**src/verilog/lc3b_settings.svh**
```systemverilog
`ifndef LC3B_SETTINGS_SVH
`define LC3B_SETTINGS_SVH

// data path and instruction width
`define LC3B_WORD_BITS 16

// architectural register count, r0 to r7
`define LC3B_NUM_REGS 8

// nzp after reset has only z set
`define LC3B_RESET_CC 3'b010

`endif
```
**src/verilog/lc3b_types.sv**
```systemverilog
`include "lc3b_settings.svh"

package lc3b_types;

    typedef logic [`LC3B_WORD_BITS-1:0] lc3b_word;
    typedef logic [$clog2(`LC3B_NUM_REGS)-1:0] lc3b_reg;
    typedef logic [2:0] lc3b_nzp;    // n z p

    // LC-3b opcode field in ir[15:12]
    typedef enum logic [3:0] {
        op_br   = 4'b0000,
        op_add  = 4'b0001,
        op_ldb  = 4'b0010,
        op_stb  = 4'b0011,
        op_jsr  = 4'b0100,
        op_and  = 4'b0101,
        op_ldr  = 4'b0110,
        op_str  = 4'b0111,
        op_rti  = 4'b1000,
        op_not  = 4'b1001,
        op_ldi  = 4'b1010,
        op_sti  = 4'b1011,
        op_jmp  = 4'b1100,
        op_shf  = 4'b1101,
        op_lea  = 4'b1110,
        op_trap = 4'b1111
    } lc3b_opcode;

    typedef enum logic [2:0] {
        alu_pass = 3'd0,    // zero control word lands here
        alu_add  = 3'd1,
        alu_and  = 3'd2,
        alu_not  = 3'd3,
        alu_sll  = 3'd4,
        alu_srl  = 3'd5,
        alu_sra  = 3'd6
    } lc3b_alu_op;

    typedef enum logic [1:0] {
        alu_mux_sr2  = 2'd0,
        alu_mux_imm5 = 2'd1,
        alu_mux_imm4 = 2'd2
    } lc3b_alu_mux_sel;

    typedef struct packed {
        lc3b_alu_mux_sel alu_mux_sel;
        lc3b_alu_op      alu_op;
        logic            cc_load;
        logic            regfile_load;
    } lc3b_control_word;

    typedef struct packed {
        logic             valid;
        lc3b_control_word control;
        lc3b_word         src_a;
        lc3b_word         src_b;    // immediate already muxed in
        lc3b_reg          dest;
    } lc3b_ex_stage;

    typedef struct packed {
        lc3b_reg  dest;
        lc3b_word data;
        lc3b_nzp  cc;
    } lc3b_result;

endpackage : lc3b_types

```
**src/verilog/lc3b_exec_core.sv**
```systemverilog
`include "lc3b_settings.svh"

module lc3b_exec_core (
    input  logic                   clk,
    input  logic                   rst_n,
    input  logic                   instr_valid,
    input  lc3b_types::lc3b_word   instr,
    output logic                   result_valid,
    output lc3b_types::lc3b_result result
);

    import lc3b_types::*;

    lc3b_control_word ctrl;
    lc3b_reg          sr1_idx;
    lc3b_reg          sr2_idx;
    lc3b_reg          dest_idx;
    lc3b_word         rf_a;
    lc3b_word         rf_b;
    lc3b_word         opnd_a;
    lc3b_word         sr2_val;
    lc3b_word         imm5_sext;
    lc3b_word         imm4_zext;
    lc3b_ex_stage     ex_d;
    lc3b_ex_stage     ex_q;
    lc3b_word         alu_f;
    logic             ex_writes;
    logic             ex_retire;
    lc3b_nzp          nzp_new;
    lc3b_nzp          cc_q;
    lc3b_nzp          cc_next;

    assign sr1_idx  = instr[8:6];
    assign sr2_idx  = instr[2:0];
    assign dest_idx = instr[11:9];

    assign imm5_sext = {{(`LC3B_WORD_BITS-5){instr[4]}}, instr[4:0]};
    assign imm4_zext = {{(`LC3B_WORD_BITS-4){1'b0}}, instr[3:0]};

    control_rom u_control_rom (
        .ir_in       (instr),
        .control_out (ctrl)
    );

    regfile u_regfile (
        .clk   (clk),
        .rst_n (rst_n),
        .load  (ex_writes),
        .dest  (ex_q.dest),
        .in    (alu_f),
        .src_a (sr1_idx),
        .src_b (sr2_idx),
        .reg_a (rf_a),
        .reg_b (rf_b)
    );

    // EX result bypasses the register file write of the same cycle
    assign ex_writes = ex_q.valid && ex_q.control.regfile_load;
    assign opnd_a    = (ex_writes && ex_q.dest == sr1_idx) ? alu_f : rf_a;
    assign sr2_val   = (ex_writes && ex_q.dest == sr2_idx) ? alu_f : rf_b;

    always_comb begin
        ex_d.valid   = instr_valid;
        ex_d.control = ctrl;
        ex_d.src_a   = opnd_a;
        ex_d.dest    = dest_idx;
        case (ctrl.alu_mux_sel)
            alu_mux_imm5: ex_d.src_b = imm5_sext;
            alu_mux_imm4: ex_d.src_b = imm4_zext;
            default:      ex_d.src_b = sr2_val;
        endcase
    end

    always_ff @(posedge clk or negedge rst_n) begin
        if (!rst_n) begin
            ex_q <= '0;
        end else begin
            ex_q <= ex_d;    // loads every cycle since nothing stalls
        end
    end

    alu u_alu (
        .aluop (ex_q.control.alu_op),
        .a     (ex_q.src_a),
        .b     (ex_q.src_b),
        .f     (alu_f)
    );

    // nzp from the written value
    assign nzp_new = {alu_f[`LC3B_WORD_BITS-1], (alu_f == '0),
                      !alu_f[`LC3B_WORD_BITS-1] && (alu_f != '0)};

    assign cc_next   = (ex_q.valid && ex_q.control.cc_load) ? nzp_new : cc_q;
    assign ex_retire = ex_q.valid && (ex_q.control.regfile_load || ex_q.control.cc_load);

    always_ff @(posedge clk or negedge rst_n) begin
        if (!rst_n) begin
            cc_q <= `LC3B_RESET_CC;
        end else begin
            cc_q <= cc_next;
        end
    end

    always_ff @(posedge clk or negedge rst_n) begin
        if (!rst_n) begin
            result_valid <= 1'b0;
            result       <= '0;
        end else begin
            result_valid <= ex_retire;    // unsupported ops never report
            if (ex_retire) begin
                result.dest <= ex_q.dest;
                result.data <= alu_f;
                result.cc   <= cc_next;
            end
        end
    end

    // two strobes back to back are the only source of two results in a row
    assert property (@(posedge clk) disable iff (!rst_n)
        result_valid && $past(result_valid) |-> $past(instr_valid, 2) && $past(instr_valid, 3))
        else $error("lc3b_exec_core: result_valid held without back-to-back issue");

    assert property (@(posedge clk) disable iff (!rst_n) $onehot(cc_q))
        else $error("lc3b_exec_core: cc not one-hot");

endmodule : lc3b_exec_core

```
**src/verilog/alu.sv**
```systemverilog
module alu (
    input  lc3b_types::lc3b_alu_op aluop,
    input  lc3b_types::lc3b_word   a,
    input  lc3b_types::lc3b_word   b,
    output lc3b_types::lc3b_word   f
);

    import lc3b_types::*;

    logic [3:0] shamt;

    assign shamt = b[3:0];    // imm4 from the decode mux

    always_comb begin
        case (aluop)
            alu_add: begin
                f = a + b;
            end
            alu_and: begin
                f = a & b;
            end
            alu_not: begin
                f = ~a;
            end
            alu_sll: begin
                f = a << shamt;
            end
            alu_srl: begin
                f = a >> shamt;
            end
            alu_sra: begin
                f = lc3b_word'($signed(a) >>> shamt);    // sign fill
            end
            default: begin
                f = a;    // alu_pass
            end
        endcase
    end

endmodule : alu

```
**src/verilog/regfile.sv**
```systemverilog
`include "lc3b_settings.svh"

module regfile (
    input  logic                 clk,
    input  logic                 rst_n,
    input  logic                 load,
    input  lc3b_types::lc3b_reg  dest,
    input  lc3b_types::lc3b_word in,
    input  lc3b_types::lc3b_reg  src_a,
    input  lc3b_types::lc3b_reg  src_b,
    output lc3b_types::lc3b_word reg_a,
    output lc3b_types::lc3b_word reg_b
);

    import lc3b_types::*;

    lc3b_word regs [`LC3B_NUM_REGS];

    always_ff @(posedge clk or negedge rst_n) begin
        if (!rst_n) begin
            for (int i = 0; i < `LC3B_NUM_REGS; i++) begin
                regs[i] <= '0;
            end
        end else if (load) begin
            regs[dest] <= in;
        end
    end

    // same-cycle write is not visible here
    assign reg_a = regs[src_a];
    assign reg_b = regs[src_b];

endmodule : regfile

```
**src/verilog/control_rom.sv**
```systemverilog
module control_rom (
    input  lc3b_types::lc3b_word         ir_in,
    output lc3b_types::lc3b_control_word control_out
);

    import lc3b_types::*;

    lc3b_opcode opcode;

    assign opcode = lc3b_opcode'(ir_in[15:12]);

    always_comb begin
        // everything off unless the opcode says otherwise
        control_out.alu_mux_sel  = alu_mux_sr2;
        control_out.alu_op       = alu_pass;
        control_out.cc_load      = 1'b0;
        control_out.regfile_load = 1'b0;

        case (opcode)
            op_add: begin
                if (ir_in[5] == 1'b0)
                    control_out.alu_mux_sel = alu_mux_sr2;
                else
                    control_out.alu_mux_sel = alu_mux_imm5;
                control_out.alu_op       = alu_add;
                control_out.cc_load      = 1'b1;
                control_out.regfile_load = 1'b1;
            end

            op_and: begin
                if (ir_in[5] == 1'b0)
                    control_out.alu_mux_sel = alu_mux_sr2;
                else
                    control_out.alu_mux_sel = alu_mux_imm5;
                control_out.alu_op       = alu_and;
                control_out.cc_load      = 1'b1;
                control_out.regfile_load = 1'b1;
            end

            op_not: begin
                control_out.alu_op       = alu_not;    // operand b unused
                control_out.cc_load      = 1'b1;
                control_out.regfile_load = 1'b1;
            end

            op_shf: begin
                control_out.alu_mux_sel = alu_mux_imm4;    // shift amount
                if (ir_in[4] == 1'b0)
                    control_out.alu_op = alu_sll;
                else if (ir_in[5] == 1'b0)
                    control_out.alu_op = alu_srl;
                else
                    control_out.alu_op = alu_sra;
                control_out.cc_load      = 1'b1;
                control_out.regfile_load = 1'b1;
            end

            default: begin
                // branches, memory ops and trap do nothing in this slice
                control_out = '0;
            end
        endcase

        // decoded ops always write and set cc together
        assert (control_out.regfile_load == control_out.cc_load)
            else $error("control_rom: regfile_load and cc_load disagree");
    end

endmodule : control_rom

```
**config.mk**
```make
export PLATFORM = sky130hd
export DESIGN_NAME = lc3b_exec_core
export DESIGN_NICKNAME = d
export VERILOG_FILES = /design/src/verilog/lc3b_types.sv /design/src/verilog/lc3b_exec_core.sv /design/src/verilog/alu.sv /design/src/verilog/regfile.sv /design/src/verilog/control_rom.sv
export VERILOG_INCLUDE_DIRS = /design/src /design/src/verilog
export SDC_FILE = /design/constraint.sdc
export NUM_CORES = 1
export LEC_CHECK = 0
export BUFFER_PORTS_ARGS = -buffer_cell sky130_fd_sc_hd__buf_2
export CORE_MARGIN = 4
export CORE_UTILIZATION = 60
export CTS_CLUSTER_DIAMETER = 40
export DETAILED_ROUTE_END_ITERATION = 16
export HOLD_SLACK_MARGIN = 0.08
export PLACE_DENSITY_LB_ADDON = 0.3
export RECOVER_POWER = 100
export SKIP_LAST_GASP = 1
export SLEW_MARGIN = 0
export SYNTH_ARGS = -nofsm -noshare
export SYNTH_HDL_FRONTEND = slang
export SYNTH_SLANG_ARGS = --single-unit
```
**constraint.sdc**
```tcl
create_clock -name clk -period 8.15 [get_ports clk]
set_input_delay 0.4075 -clock clk [delete_from_list [all_inputs] [get_ports clk]]
set_output_delay 0.4075 -clock clk [all_outputs]
set_load 0.02 [all_outputs]
```
==> qor.json, run 1 <==
{
  "run_status": {
    "status": "complete, but fails checks",
    "failing_checks": "max-capacitance violations, max-slew violations"
  },
  "cells_and_area": {
    "regArea_mm2": 0.004780,
    "antenna_diode_count": 0,
    "drive_gt1_frac": 0.1524,
    "multi_input_area_mm2": 0.006843,
    "final_nets": 1279,
    "areaGrowthSynthToFinish_pct": 6.866,
    "layout.filler_cells": 1611
  },
  "worst_hold_path": {
    "min_path_type": "input pin to async pin"
  },
  "logic_synthesis": {
    "synthArstFlopShare": 1.000,
    "syn_nets": 1297,
    "multiplexer_fraction_of_the_synthesized_cell_area": 0.2263,
    "synthDistinctLibCells": 77,
    "synth_compound_gate_area_share": 0.1398,
    "syn-mean-instance-area_um2": 9.634,
    "syn_area_mm2": 0.01212,
    "netlist_instances": 1258,
    "synth_top_family_by_area": "multiplexers",
    "synthXorXnorAreaFrac": 0.008672,
    "yosys_warnings": 0,
    "synth_adder_area_share": 0.02127,
    "number_of_enable_flip_flop_cells_after_synthesis": 0,
    "seq_area_frac_synth": 0.3944,
    "dominantRegCellSynth": "dfrtp_1",
    "post_synth_and_or_nand_nor_area_fraction": 0.1687,
    "yosys_register_bits": 191
  },
  "pwr": {
    "totalPowerFinal_mw": 3.027,
    "peakVddDrop_v": 0.0001932,
    "powerDensity_mw_per_mm2": 233.7,
    "leakagePower_nw": 5.839
  },
  "route": {
    "detail_route.iter0.violations": 1294,
    "drc_errors": 0,
    "detail_route.wirelength_mm": 35.12,
    "met3RoutedLength_mm": 3.401,
    "highest_layer": "met5",
    "antenna_left": 0,
    "detailroute.via_count": 10160,
    "met2WireLength_mm": 16.57,
    "detail_route.wirelength.met1_mm": 13.74,
    "drt_first_pass_iters": 7,
    "route.detailed.wl_per_inst_um": 23.13,
    "drt-vias-per-instance": 6.693
  },
  "global_route": {
    "grt_overflow": 0,
    "track_usage": 0.3244,
    "grt_pass1_vias": 10020,
    "grt_first_pass_wirelength_mm": 55.46,
    "antenna_found_initial": 1,
    "grt_max_degree": 121
  },
  "timing": {
    "share_of_the_clock_period_used_by_the_worst_path_after_layout": 0.6753,
    "holdWs_ps": 108.2,
    "max_slew_margin": -1.518,
    "timing.final.hold_violations": 0,
    "rsz_0062_raised_after_global_routing": "no",
    "fin_tns_setup_ps": 0,
    "report.final.slew_viol_count": 162,
    "finalClockSkew_ps": 8.828,
    "max_slew.worst_pin.slew_ps": 3777,
    "final-setup-viol-count": 0,
    "post-route-worst-setup-slack_ps": 2647,
    "final.min_clock_period_ps": 5503,
    "timing.fmax_mhz": 181.7
  },
  "critical_path": {
    "worst-endpoint-required_ps": 8500,
    "crit_fanout": 42,
    "timing.reg2reg.setup_slack_ps": 2650,
    "timing.critical_path.arrival_ps": 5860,
    "end_kind": "flip-flop",
    "setup.worst_path.start_class": "flip-flop",
    "setup.worst_path.class": "flip-flop to flip-flop"
  },
  "floorplan": {
    "boundaryPins": 42,
    "die_height_um": 150.1,
    "floorplan.die_area_mm2": 0.02254,
    "initial_utilization": 0.6166,
    "num_rows": 51,
    "core-area_mm2": 0.01965,
    "die_width_um": 150.1
  },
  "clocking": {
    "cts.reportedPaths.clkPinSlew_ps": 70,
    "htree_num_levels": 4,
    "cts_tree": "built",
    "clock_sink_count": 191,
    "clockBufferDepth": 2,
    "cts_repair_resize_count": 0,
    "ctsRootBufferMaster": "clkbuf_16",
    "post_cts.repair.setup_buffers": 0,
    "tritoncts.num_buffers": 17,
    "clk-insertion-delay-late_ps": 440
  },
  "run": {
    "maxCapViolations": 3
  },
  "placement": {
    "dp_slack_ps": 3410,
    "detailed_place_hpwl_mm": 22.94,
    "numPortBuffers": 41,
    "gp_congestion": 1.015
  }
}
[routing by layer]
metal / up-vias / global-route usage
met5: - / 0
met4: 2 / 0.1446
met3: 117 / 0.06592
met2: 580 / 0.5121
met1: 4969 / 0.4397
li1: 4492 / -
[area by class of cell]
class | instances | area share
flip-flops and latches | 191 | 0.3690
clock buffers | 24 | 0.03719
well taps | 265 | 0.02560
clock inverters | 8 | 0.006280
multi-input cells | 943 | 0.5284
repair buffers | 67 | 0.02773
inverters | 20 | 0.005797
[per-stage QoR]
step	cell area, um2	cells	util
after floorplan	12120	1258	-
after global placement	12420	1482	0.6320
after detailed placement	12420	1482	0.6320
after CTS	13030	1518	0.6627
after global routing	12950	1518	0.6590
final	12950	1518	0.6590
[cell usage in the layout (no fill, tap or decap), drive strengths merged, types with 4 or more instances in the layout]
cell | Yosys | final
o21a | 7 | 7
a211o | 5 | 5
dlygate4sd3 | 0 | 4
a21o | 7 | 7
inv | 19 | 21
o311ai | 4 | 4
or3 | 6 | 6
o22ai | 4 | 4
xor2 | 7 | 7
nor3b | 6 | 6
clkinv | 1 | 4
mux4 | 77 | 77
xnor2 | 5 | 5
nor2 | 40 | 40
nand2b | 11 | 11
a221oi | 4 | 4
nand2 | 316 | 316
nor2b | 25 | 25
a31oi | 12 | 12
clkbuf | 82 | 57
a21oi | 39 | 39
o211ai | 18 | 18
o21ai | 126 | 126
nor3 | 9 | 9
mux2 | 56 | 56
nand4 | 8 | 8
mux2i | 37 | 37
ha | 19 | 19
nand3b | 5 | 5
dfrtp | 191 | 191
buf | 22 | 30
a211oi | 13 | 13
nand3 | 19 | 19
and3 | 4 | 4
[timing repair]
item / CTS / global route
setup endpoints to repair: 0 / 0
hold buffers: 4 / 0
hold endpoints to repair: 4 / 0
[synth_stat cells, types with 4 or more instances]
cell type	n	area [um2]
o21ai_0	124	620.6
nor3_1	9	45.04
nand2_1	316	1186
ha_1	19	237.7
o21a_1	7	52.55
clkbuf_1	79	296.5
a31oi_1	12	75.07
and3_1	4	25.02
nand4_1	8	50.05
nand3_1	19	95.09
mux4_2	76	1712
dfrtp_1	191	4780
buf_2	6	30.03
mux2i_1	37	370.4
a211o_1	5	43.79
nor3b_1	6	45.04
buf_1	13	48.80
a211oi_1	13	97.59
nor2b_1	25	156.4
o211ai_1	18	135.1
or3_1	6	37.54
xor2_1	7	61.31
mux2_2	53	596.8
nand3b_1	5	37.54
a21oi_1	39	195.2
nand2b_1	11	68.82
inv_1	19	71.32
a21o_1	7	52.55
xnor2_1	5	43.79
nor2_1	40	150.1
[kinds of logic (layout without fill, tap and decap cells)]
kind of cell | count (synthesis) | after routing
and+or+nand+nor | 468 | 468
buffers and inverters | 124 | 119
AOI/OAI and AO/OA | 273 | 273
muxes | 170 | 170
adders and majority gates | 20 | 20
DFF | 191 | 191
xor gates and xnor gates | 12 | 12
[state kept, by name, indices dropped and copies added, names as in the netlist]
| register | count |
|---|---|
| u_regfile.regs | 128 |
| result_valid | 1 |
| ex_q | 40 |
| result | 22 |
[worst paths after layout]
kind	start	endpoint	depth (start not counted)
worst max-delay path	ex_q[3]$_DFF_PN0_	result[1]$_DFFE_PN0P_	12
worst min-delay path	rst_n	u_regfile.regs[80]$_DFFE_PN0P_	1
worst max register to register	ex_q[3]$_DFF_PN0_	result[1]$_DFFE_PN0P_	12
worst min register to register	result[8]$_DFFE_PN0P_	result[8]$_DFFE_PN0P_	2
max in group asynchronous	rst_n	u_regfile.regs[24]$_DFFE_PN0P_	2
min in group clk	instr[14]	ex_q[37]$_DFF_PN0_	2
[critical path, stage by stage, from the launching register on]
cell and delay (ps):
dfrtp_1 1530, ha_1 390, inv_1 70, fa_1 380, nor2b_1 210, o2111ai_1 220
a21oi_1 270, o21ai_0 160, xnor2_1 150, a22oi_1 790, or4b_1 550, or4_4 520
o21ai_0 160
[where the power goes]
group,total [mW],switching (mW),leakage (nW),internal (mW)
Sequential,1.29,0.177,2.55,1.12
Clock,0.803,0.356,0.271,0.447
Combinational,0.929,0.535,3.02,0.395
Total,3.03,1.07,5.84,1.96
Note: power is estimated with default switching activity, not from simulation.
==> run 2: changes to the inputs <==
- CORE_UTILIZATION: 60 -> 57
- clock period: 8.15 -> 4.6 ns (I/O delays scaled with it)
==> run 2 against run 1 <==
  * The flow still finishes with violations (max-capacitance violations, max-slew violations)
  * Sequential share of layout area is 0.72 points lower
  * Non-clock buffer count rose by 23
  * Clock-buffer cell count decreased by 7
  * Clock skew fell by 1.3 ps
  * Cell count is 2.2% higher
  * Worst hold slack worse by 22 ps
  * Register-to-register slack got worse by 2300 ps
  * Highest routed layer is now met4
  * Power is 83% higher
  * Die area up 5.0%
==> qor.json, run 2 (synthesis gave the netlist of run 1 again) <==
{
  "global_route": {
    "grt_first_pass_wirelength": {"value": 58.46, "unit": "mm", "change": "+5.4%"},
    "track_usage": {"value": 0.3155, "change": "-0.008904"},
    "antenna_found_initial": {"value": 0, "change": "-1"},
    "grt_use_met2": {"value": 0.4991, "change": "-0.01299"},
    "grt_overflow": {"value": 0, "change": "unchanged"},
    "grt_util_met1": {"value": 0.4365, "change": "-0.003186"},
    "grt_pass1_vias": {"value": 10340, "change": "+3.2%"},
    "grt.met3_usage": {"value": 0.05629, "change": "-0.009634"},
    "top_usage_layer": "met2",
    "grt_max_degree": {"value": 127, "change": "+5.0%"}
  },
  "cells_and_area": {
    "largest_register": "u_regfile.regs",
    "antenna_diode_count": {"value": 0, "change": "unchanged"},
    "drive_gt1_frac": {"value": 0.1677, "change": "+0.01528"},
    "final_nets": {"value": 1302, "change": "+1.8%"},
    "areaGrowthSynthToFinish_pct": 9.033,
    "layout.filler_cells": {"value": 1710, "change": "+6.1%"},
    "largestRegisters": "u_regfile.regs: 128 flops, ex_q: 40 flops, result: 22 flops",
    "mostFrequentLayoutCells": "nand2_1 (316), dfrtp_1 (190), o21ai_0 (125)",
    "layout.cells.most_common": "nand2_1",
    "largest_register_ff_count": {"value": 128, "change": "unchanged"},
    "stdcell_area": {"value": 0.01321, "unit": "mm2", "change": "+2.0%"}
  },
  "route": {
    "drc_errors": {"value": 0, "change": "unchanged"},
    "drt_first_pass_iters": {"value": 5, "change": "-2"},
    "route.detailed.wl_per_inst": {"value": 23.43, "unit": "um", "change": "+1.3%"},
    "antenna_left": {"value": 0, "change": "unchanged"},
    "detail_route.wirelength": {"value": 36.34, "unit": "mm", "change": "+3.5%"},
    "detailroute.via_count": {"value": 10310, "change": "+1.5%"},
    "detail_route.iter0.violations": {"value": 1192, "change": "-7.9%"},
    "drt-vias-per-instance": {"value": 6.647, "change": "-0.69%"}
  },
  "clocking": {
    "clock_sink_count": {"value": 191, "change": "unchanged"},
    "post_cts.repair.setup_buffers": {"value": 0, "change": "unchanged"},
    "clockBufferDepth": {"value": 2, "change": "unchanged"},
    "cts_hold_repair.buffers": {"value": 10, "change": "+6"},
    "tritoncts.num_buffers": {"value": 17, "change": "unchanged"},
    "cts.reportedPaths.clkPinSlew": {"value": 70, "unit": "ps", "change": "about the same"},
    "cts_repair_resize_count": {"value": 0, "change": "unchanged"},
    "cts_tree": "built",
    "ctsRootBufferMaster": "clkbuf_16",
    "clk-insertion-delay-late": {"value": 440, "unit": "ps", "change": "about the same"},
    "htree_num_levels": {"value": 4, "change": "unchanged"}
  },
  "timing": {
    "share_of_the_clock_period_used_by_the_worst_path_after_layout": {"value": 0.9171, "change": "+0.2419"},
    "max_slew.worst_pin.slew": {"value": 3130, "unit": "ps", "change": "-646.8 ps"},
    "timing.final.hold_violations": {"value": 0, "change": "unchanged"},
    "finalClockSkew": {"value": 7.498, "unit": "ps", "change": "-1.330 ps"},
    "fin_tns_setup": {"value": 0, "unit": "ps", "change": "unchanged"},
    "report.final.slew_viol_count": {"value": 126, "change": "-22%"},
    "timing.fmax": {"value": 237.0, "unit": "MHz", "change": "+30%"},
    "final-setup-viol-count": {"value": 0, "change": "unchanged"},
    "final.min_clock_period": {"value": 4219, "unit": "ps", "change": "-1285 ps"},
    "max_slew_margin": {"value": -1.087, "change": "+0.4312"},
    "rsz_0062_raised_after_global_routing": "no"
  },
  "pwr": {
    "totalPowerFinal": {"value": 5.552, "unit": "mW", "change": "+83%"},
    "leakagePower": {"value": 5.965, "unit": "nW", "change": "+2.2%"},
    "powerDensity": {"value": 420.1, "unit": "mW/mm2", "change": "+80%"},
    "peakVddDrop": {"value": 0.0003315, "unit": "V", "change": "+72%"}
  },
  "critical_path": {
    "crit_fanout": {"value": 18, "change": "-57%"},
    "path_cells": "nor3b_1 > nand2_1 > nor2_1 > a221o_1 > a221oi_1 > clkbuf_1 > nand4b_1 > or4b_1 > or4_4 > o21ai_1",
    "slowest_delay": {"value": 810, "unit": "ps", "change": "-720 ps"},
    "timing.critical_path.arrival": {"value": 4590, "unit": "ps", "change": "-1270 ps"},
    "worst-endpoint-required": {"value": 4970, "unit": "ps", "change": "-3530 ps"},
    "setup.worst_path.start_class": "flip-flop",
    "worst_path_max_delay_cell": "dfrtp_1",
    "setup.worst_path.class": "flip-flop to flip-flop",
    "cp_num_buf_inv": {"value": 1, "change": "unchanged"},
    "end_kind": "flip-flop",
    "worstRegToRegCells": {"value": 10, "change": "-2"},
    "timing.critical_path.depth": {"value": 10, "change": "-2"},
    "path_delay_family": "simple AND/OR/NAND/NOR gates"
  },
  "worst_hold_path": {
    "worst_hold_stages": 3,
    "min_path_type": "input pin to flip-flop"
  },
  "floorplan": {
    "core-area": {"value": 0.02096, "unit": "mm2", "change": "+6.6%"},
    "boundaryPins": {"value": 42, "change": "unchanged"},
    "die_width": {"value": 153.8, "unit": "um", "change": "+2.5%"},
    "floorplan.die_area": {"value": 0.02366, "unit": "mm2", "change": "+5.0%"},
    "die_height": {"value": 153.8, "unit": "um", "change": "+2.5%"},
    "num_rows": {"value": 53, "change": "+3.9%"},
    "initial_utilization": {"value": 0.5783, "change": "-0.03829"}
  },
  "placement": {
    "detailed_place_hpwl": {"value": 24.48, "unit": "mm", "change": "+6.7%"},
    "numPortBuffers": {"value": 41, "change": "unchanged"},
    "placement_cell_area": {"value": 0.01258, "unit": "mm2", "change": "+1.3%"},
    "gp_congestion": {"value": 0.9607, "change": "-5.3%"}
  },
  "run_status": {
    "status": "complete, but fails checks",
    "failing_checks": "max-capacitance violations, max-slew violations"
  },
  "run": {
    "maxCapViolations": {"value": 1, "change": "-2"}
  }
}
## run 2: path summary, 6_finish.rpt
| kind | to | slack (ps) | from |
|---|---|---|---|
| setup / recovery | result[1]$_DFFE_PN0P_ | 380 | ex_q[38]$_DFF_PN0_ |
| min in group asynchronous | u_regfile.regs[105]$_DFFE_PN0P_ | 1320 | rst_n |
| hold reg to reg | result[16]$_DFFE_PN0P_ | 480 | result[16]$_DFFE_PN0P_ |
| max in group asynchronous | u_regfile.regs[42]$_DFFE_PN0P_ | 1430 | rst_n |
| hold / removal | ex_q[38]$_DFF_PN0_ | 90 | instr[5] |
| setup reg to reg | result[1]$_DFFE_PN0P_ | 380 | ex_q[38]$_DFF_PN0_ |
## run 2: area by class of cell
cell class | count | area, um2 | area share
Inverter | 20 | 75.07 | 0.005681
Tap cell | 275 | 344.1 | 0.02604
Clock buffer | 17 | 425.4 | 0.03219
Multi-Input combinational cell | 943 | 6838 | 0.5175
Timing Repair Buffer | 90 | 551.8 | 0.04176
Sequential cell | 191 | 4781 | 0.3618
Clock inverter | 15 | 198.9 | 0.01506
## run 2: worst min-delay path, cell delays in order
cell and delay [ps]:
buf_2 110, nand2_1 50, a31oi_1 100
## run 2: where the power goes
part           internal (mW)  switching, mW
Combinational          0.721          0.954
Clock                  0.877          0.700
Sequential              1.98          0.322
Total                   3.58           1.98
## run 2: per-layer routing
layer / share of wire / wire [um] / vias to the layer above
li1: - / - / 4542
met1: 0.40 / 14530 / 5039
met2: 0.48 / 17290 / 620
met3: 0.089 / 3225 / 108
met4: 0.036 / 1296 / 0
met5: 0 / 0 / -
## run 2: through the flow
| step | hold slack, ps | setup WS, ps | instances | util |
|---|---|---|---|---|
| floorplan | -65.59 | 741.6 | 1258 | - |
| detailed placement | 339.4 | 691.3 | 1509 | 0.6004 |
| CTS | 81.63 | 681.4 | 1551 | 0.6350 |
| global placement | 338.1 | 775.0 | 1509 | 0.6004 |
| finish | 86.09 | 381.3 | 1551 | 0.6306 |
| global route | 82.20 | 204.7 | 1551 | 0.6306 |
==> run 3: changes to the inputs <==
- SLEW_MARGIN: 0 -> not set
- SYNTH_HIERARCHICAL: not set -> 1
==> run 3 against run 2 <==
  * The run still ends with max-capacitance violations, max-slew violations left
  * Wire length decreased by 7.7%
  * Critical path type unchanged
  * Combinational power increased by 5%
  * Sequential power increased by 2%
  * First-iteration DRC count decreased by 26%
  * Fmax decreased by 2.9%
  * Global-route usage decreased by 3.9 points
  * Synthesized cell count decreased by 18%
  * Critical path depth decreased by 1
  * Non-clock buffer count decreased by 7
==> qor.json, run 3 <==
{
  "clocking": {
    "clock_sink_count": {"value": 195, "change": "+2.1%"},
    "cts.reportedPaths.clkPinSlew": {"value": 90, "unit": "ps", "change": "+20 ps"},
    "clk-insertion-delay-late": {"value": 450, "unit": "ps", "change": "about the same"},
    "ctsRootBufferMaster": "clkbuf_16",
    "tritoncts.num_buffers": {"value": 17, "change": "unchanged"},
    "clockBufferDepth": {"value": 2, "change": "unchanged"},
    "cts_tree": "built",
    "cts_repair_resize_count": {"value": 0, "change": "unchanged"},
    "htree_num_levels": {"value": 4, "change": "unchanged"}
  },
  "timing": {
    "final-setup-viol-count": {"value": 0, "change": "unchanged"},
    "timing.final.hold_violations": {"value": 0, "change": "unchanged"},
    "report.final.slew_viol_count": {"value": 85, "change": "-33%"},
    "share_of_the_clock_period_used_by_the_worst_path_after_layout": {"value": 0.9447, "change": "+0.02760"},
    "final.min_clock_period": {"value": 4346, "unit": "ps", "change": "+127.0 ps"},
    "finalClockSkew": {"value": 18.00, "unit": "ps", "change": "+10.50 ps"},
    "rsz_0062_raised_after_global_routing": "no",
    "holdWs": {"value": 202.0, "unit": "ps", "change": "+115.9 ps"},
    "max_slew_margin": {"value": -1.243, "change": "-0.1558"},
    "timing.fmax": {"value": 230.1, "unit": "MHz", "change": "-2.9%"},
    "max_slew.worst_pin.slew": {"value": 3364, "unit": "ps", "change": "+233.7 ps"},
    "fin_tns_setup": {"value": 0, "unit": "ps", "change": "unchanged"},
    "post-route-worst-setup-slack": {"value": 254.3, "unit": "ps", "change": "-127.0 ps"}
  },
  "cells_and_area": {
    "largest_register": "u_regfile/regs",
    "areaGrowthSynthToFinish_pct": 7.727,
    "final_nets": {"value": 1092, "change": "-16%"},
    "final_core_utilization": {"value": 0.6312, "change": "about the same"},
    "antenna_diode_count": {"value": 0, "change": "unchanged"},
    "stdcell_area": {"value": 0.01390, "unit": "mm2", "change": "+5.2%"},
    "mostFrequentLayoutCells": "mux2_2 (199), dfrtp_1 (194), mux4_1 (58)",
    "largest_register_ff_count": {"value": 128, "change": "unchanged"},
    "largestRegisters": "u_regfile/regs: 128 flops, ex_q: 41 flops, result: 22 flops",
    "drive_gt1_frac": {"value": 0.2880, "change": "+0.1203"},
    "layout.cells.most_common": "mux2_2",
    "layoutNonFillerInstCount": {"value": 1346, "change": "-13%"}
  },
  "run_status": {
    "status": "complete, but fails checks",
    "failing_checks": "max-capacitance violations, max-slew violations"
  },
  "floorplan": {
    "core-area": {"value": 0.02203, "unit": "mm2", "change": "+5.1%"},
    "die_width": {"value": 158.5, "unit": "um", "change": "+3.0%"},
    "num_rows": {"value": 54, "change": "+1.9%"},
    "floorplan.die_area": {"value": 0.02511, "unit": "mm2", "change": "+6.1%"},
    "initial_utilization": {"value": 0.5859, "change": "+0.007552"},
    "boundaryPins": {"value": 42, "change": "unchanged"},
    "die_height": {"value": 158.5, "unit": "um", "change": "+3.0%"}
  },
  "logic_synthesis": {
    "number_of_enable_flip_flop_cells_after_synthesis": {"value": 0, "change": "unchanged"},
    "syn_area": {"value": 0.01290, "unit": "mm2", "change": "+6.5%"},
    "most_common_cell_in_the_netlist": "mux2_2",
    "netlist_instances": {"value": 1034, "change": "-18%"},
    "yosys_warnings": {"value": 6, "change": "+6"},
    "dominantRegCellSynth": "dfrtp_1",
    "synthDistinctLibCells": {"value": 84, "change": "+9.1%"},
    "post_synth_top_area_share": {"value": 0.3762, "change": "-0.01820"},
    "synth_commonest_cells": "mux2_2 (205), dfrtp_1 (194), mux4_1 (58)",
    "post_synth_main_area_contributors": "dfrtp_1 (38%), mux2_2 (18%), mux4_1 (12%), mux2i_1 (3.5%), mux4_2 (3.1%)",
    "synth_largest_area_cell": "dfrtp_1",
    "seq_area_frac_synth": {"value": 0.3782, "change": "-0.01616"},
    "syn_nets": {"value": 1073, "change": "-17%"},
    "yosys_register_bits": {"value": 195, "change": "+2.1%"},
    "syn-mean-instance-area": {"value": 12.48, "unit": "um2", "change": "+30%"},
    "synthArstFlopShare": {"value": 1.000, "change": "unchanged"}
  },
  "pwr": {
    "peakVddDrop": {"value": 0.0002932, "unit": "V", "change": "-12%"},
    "leakagePower": {"value": 6.314, "unit": "nW", "change": "+5.8%"},
    "p_sw": {"value": 2.027, "unit": "mW", "change": "+2.6%"},
    "clock_power_share": {"value": 0.272, "change": "-0.012"},
    "netSwitchingFraction": {"value": 0.3585, "change": "+0.002678"},
    "totalPowerFinal": {"value": 5.653, "unit": "mW", "change": "+1.8%"},
    "internal_power": {"value": 3.626, "unit": "mW", "change": "+1.4%"},
    "seqPwrFrac": {"value": 0.416, "change": "+0.002"},
    "combinationalPowerShare": {"value": 0.311, "change": "+0.009"},
    "powerDensity": {"value": 406.6, "unit": "mW/mm2", "change": "-3.2%"}
  },
  "critical_path": {
    "worstRegToRegCells": {"value": 9, "change": "-1"},
    "worst_setup_path_endpoint": "result[0]$_DFFE_PN0P_",
    "worst_path_max_delay_cell": "dfrtp_1",
    "timing.critical_path.arrival": {"value": 4690, "unit": "ps", "change": "+100 ps"},
    "worst-endpoint-required": {"value": 4940, "unit": "ps", "change": "-30 ps"},
    "slowest_delay": {"value": 980, "unit": "ps", "change": "+170 ps"},
    "timing.reg2reg.setup_slack": {"value": 250, "unit": "ps", "change": "-130 ps"},
    "launching_instance_or_port_of_the_critical_path": "ex_q[38]$_DFF_PN0_",
    "setup.worst_path.class": "flip-flop to flip-flop",
    "path_cells": "nor2b_1 > o21ai_0 > o32ai_1 > a221oi_1 > o21ai_0 > o22a_1 > nor4_1 > nand4_1 > a221o_1",
    "end_kind": "flip-flop",
    "crit_fanout": {"value": 31, "change": "+13"},
    "setup.worst_path.start_class": "flip-flop",
    "crit_path_frequent_cell": "o21ai_0",
    "crit-reg2reg-launch": "ex_q[38]$_DFF_PN0_",
    "rr_endpoint": "result[0]$_DFFE_PN0P_"
  },
  "route": {
    "detail_route.wirelength": {"value": 33.54, "unit": "mm", "change": "-7.7%"},
    "drc_errors": {"value": 0, "change": "unchanged"},
    "route.detailed.wl_per_inst": {"value": 24.91, "unit": "um", "change": "+6.3%"},
    "detailroute.via_count": {"value": 9366, "change": "-9.1%"},
    "antenna_left": {"value": 0, "change": "unchanged"},
    "detail_route.iter0.violations": {"value": 884, "change": "-26%"},
    "drt-vias-per-instance": {"value": 6.958, "change": "+4.7%"},
    "drt_first_pass_iters": {"value": 5, "change": "unchanged"}
  },
  "placement": {
    "placement_cell_area": {"value": 0.01329, "unit": "mm2", "change": "+5.6%"},
    "gp_congestion": {"value": 0.9318, "change": "-3.0%"},
    "numPortBuffers": {"value": 41, "change": "unchanged"},
    "dp.cells": {"value": 1302, "change": "-14%"},
    "dp_slack": {"value": 419.5, "unit": "ps", "change": "-271.8 ps"},
    "detailed_place_hpwl": {"value": 21.57, "unit": "mm", "change": "-12%"}
  },
  "run": {
    "maxCapViolations": {"value": 2, "change": "+1"}
  },
  "global_route": {
    "grt_overflow": {"value": 0, "change": "unchanged"},
    "antenna_found_initial": {"value": 0, "change": "unchanged"},
    "track_usage": {"value": 0.2762, "change": "-0.03929"},
    "grt_first_pass_wirelength": {"value": 53.70, "unit": "mm", "change": "-8.1%"},
    "grt_pass1_vias": {"value": 9556, "change": "-7.6%"},
    "grt_max_degree": {"value": 133, "change": "+4.7%"}
  },
  "worst_hold_path": {
    "min_path_type": "input pin to flip-flop"
  }
}
[run 3: critical path, delay by kind of cell (launching register included)]
kind,cells,cell delay (ps)
flip-flops,1,980
AO/OA/AOI/OAI,6,2260
AND/OR/NAND/NOR,3,980
[run 3: cell families (layout without fill, tap and decap cells)]
| logic type | count (synthesis) | after routing | share of synthesized area |
|---|---|---|---|
| AO/OA/AOI/OAI | 189 | 189 | 0.1067 |
| XOR/XNOR | 12 | 12 | 0.008727 |
| adder cells (fa/ha/maj) | 20 | 20 | 0.01997 |
| buffers and inverters | 104 | 136 | 0.04256 |
| flip-flops | 195 | 195 | 0.3782 |
| multiplexers | 327 | 327 | 0.3645 |
| AND/OR/NAND/NOR | 187 | 187 | 0.07941 |
[run 3: cell type report]
class / count / area [um2]
Tap cell: 280 / 350.3
Clock buffer: 17 / 425.4
Timing Repair Buffer: 83 / 498.0
Sequential cell: 195 / 4881
Inverter: 21 / 78.83
Multi-Input combinational cell: 735 / 7467
Fill cell: 1696 / 8124
Clock inverter: 15 / 201.4
[run 3: timing repair]
item	4_1_cts	5_1_grt
endpoints found under the hold margin	73	0
setup buffers	0	0
hold buffers	12	0
[run 3: power by group through the flow]
stage,clock [mW],combinational (mW),sequential [mW]
2_1_floorplan,0,1.27,2.30
3_3_place_gp,0,1.73,2.35
3_5_place_dp,0,1.76,2.38
4_1_cts,1.56,1.79,2.35
5_1_grt,1.64,1.90,2.40
6_report,1.54,1.76,2.35
[run 3: routing by layer]
metal  vias to the layer above  GRT usage  part of all wire
li1                       4091          -                 -
met1                      4778     0.3790              0.42
met2                       410     0.4478              0.49
met3                        87    0.04675             0.066
met4                         0    0.09951             0.032
met5                         -          0                 0
[run 3: how the worst min path moves through the flow]
stage                    from                        endpoint  slack, ps  cells past startpoint
detailed placement      rst_n  u_regfile/regs[29]$_DFFE_PN0P_        250                      1
global route        instr[13]              ex_q[39]$_DFF_PN0_        220                      3
global placement        rst_n  u_regfile/regs[29]$_DFFE_PN0P_        250                      1
CTS                 instr[13]              ex_q[39]$_DFF_PN0_         90                      3
finish              instr[13]              ex_q[39]$_DFF_PN0_        200                      3
floorplan               rst_n               cc_q[0]$_DFF_PN0_        -70                      0
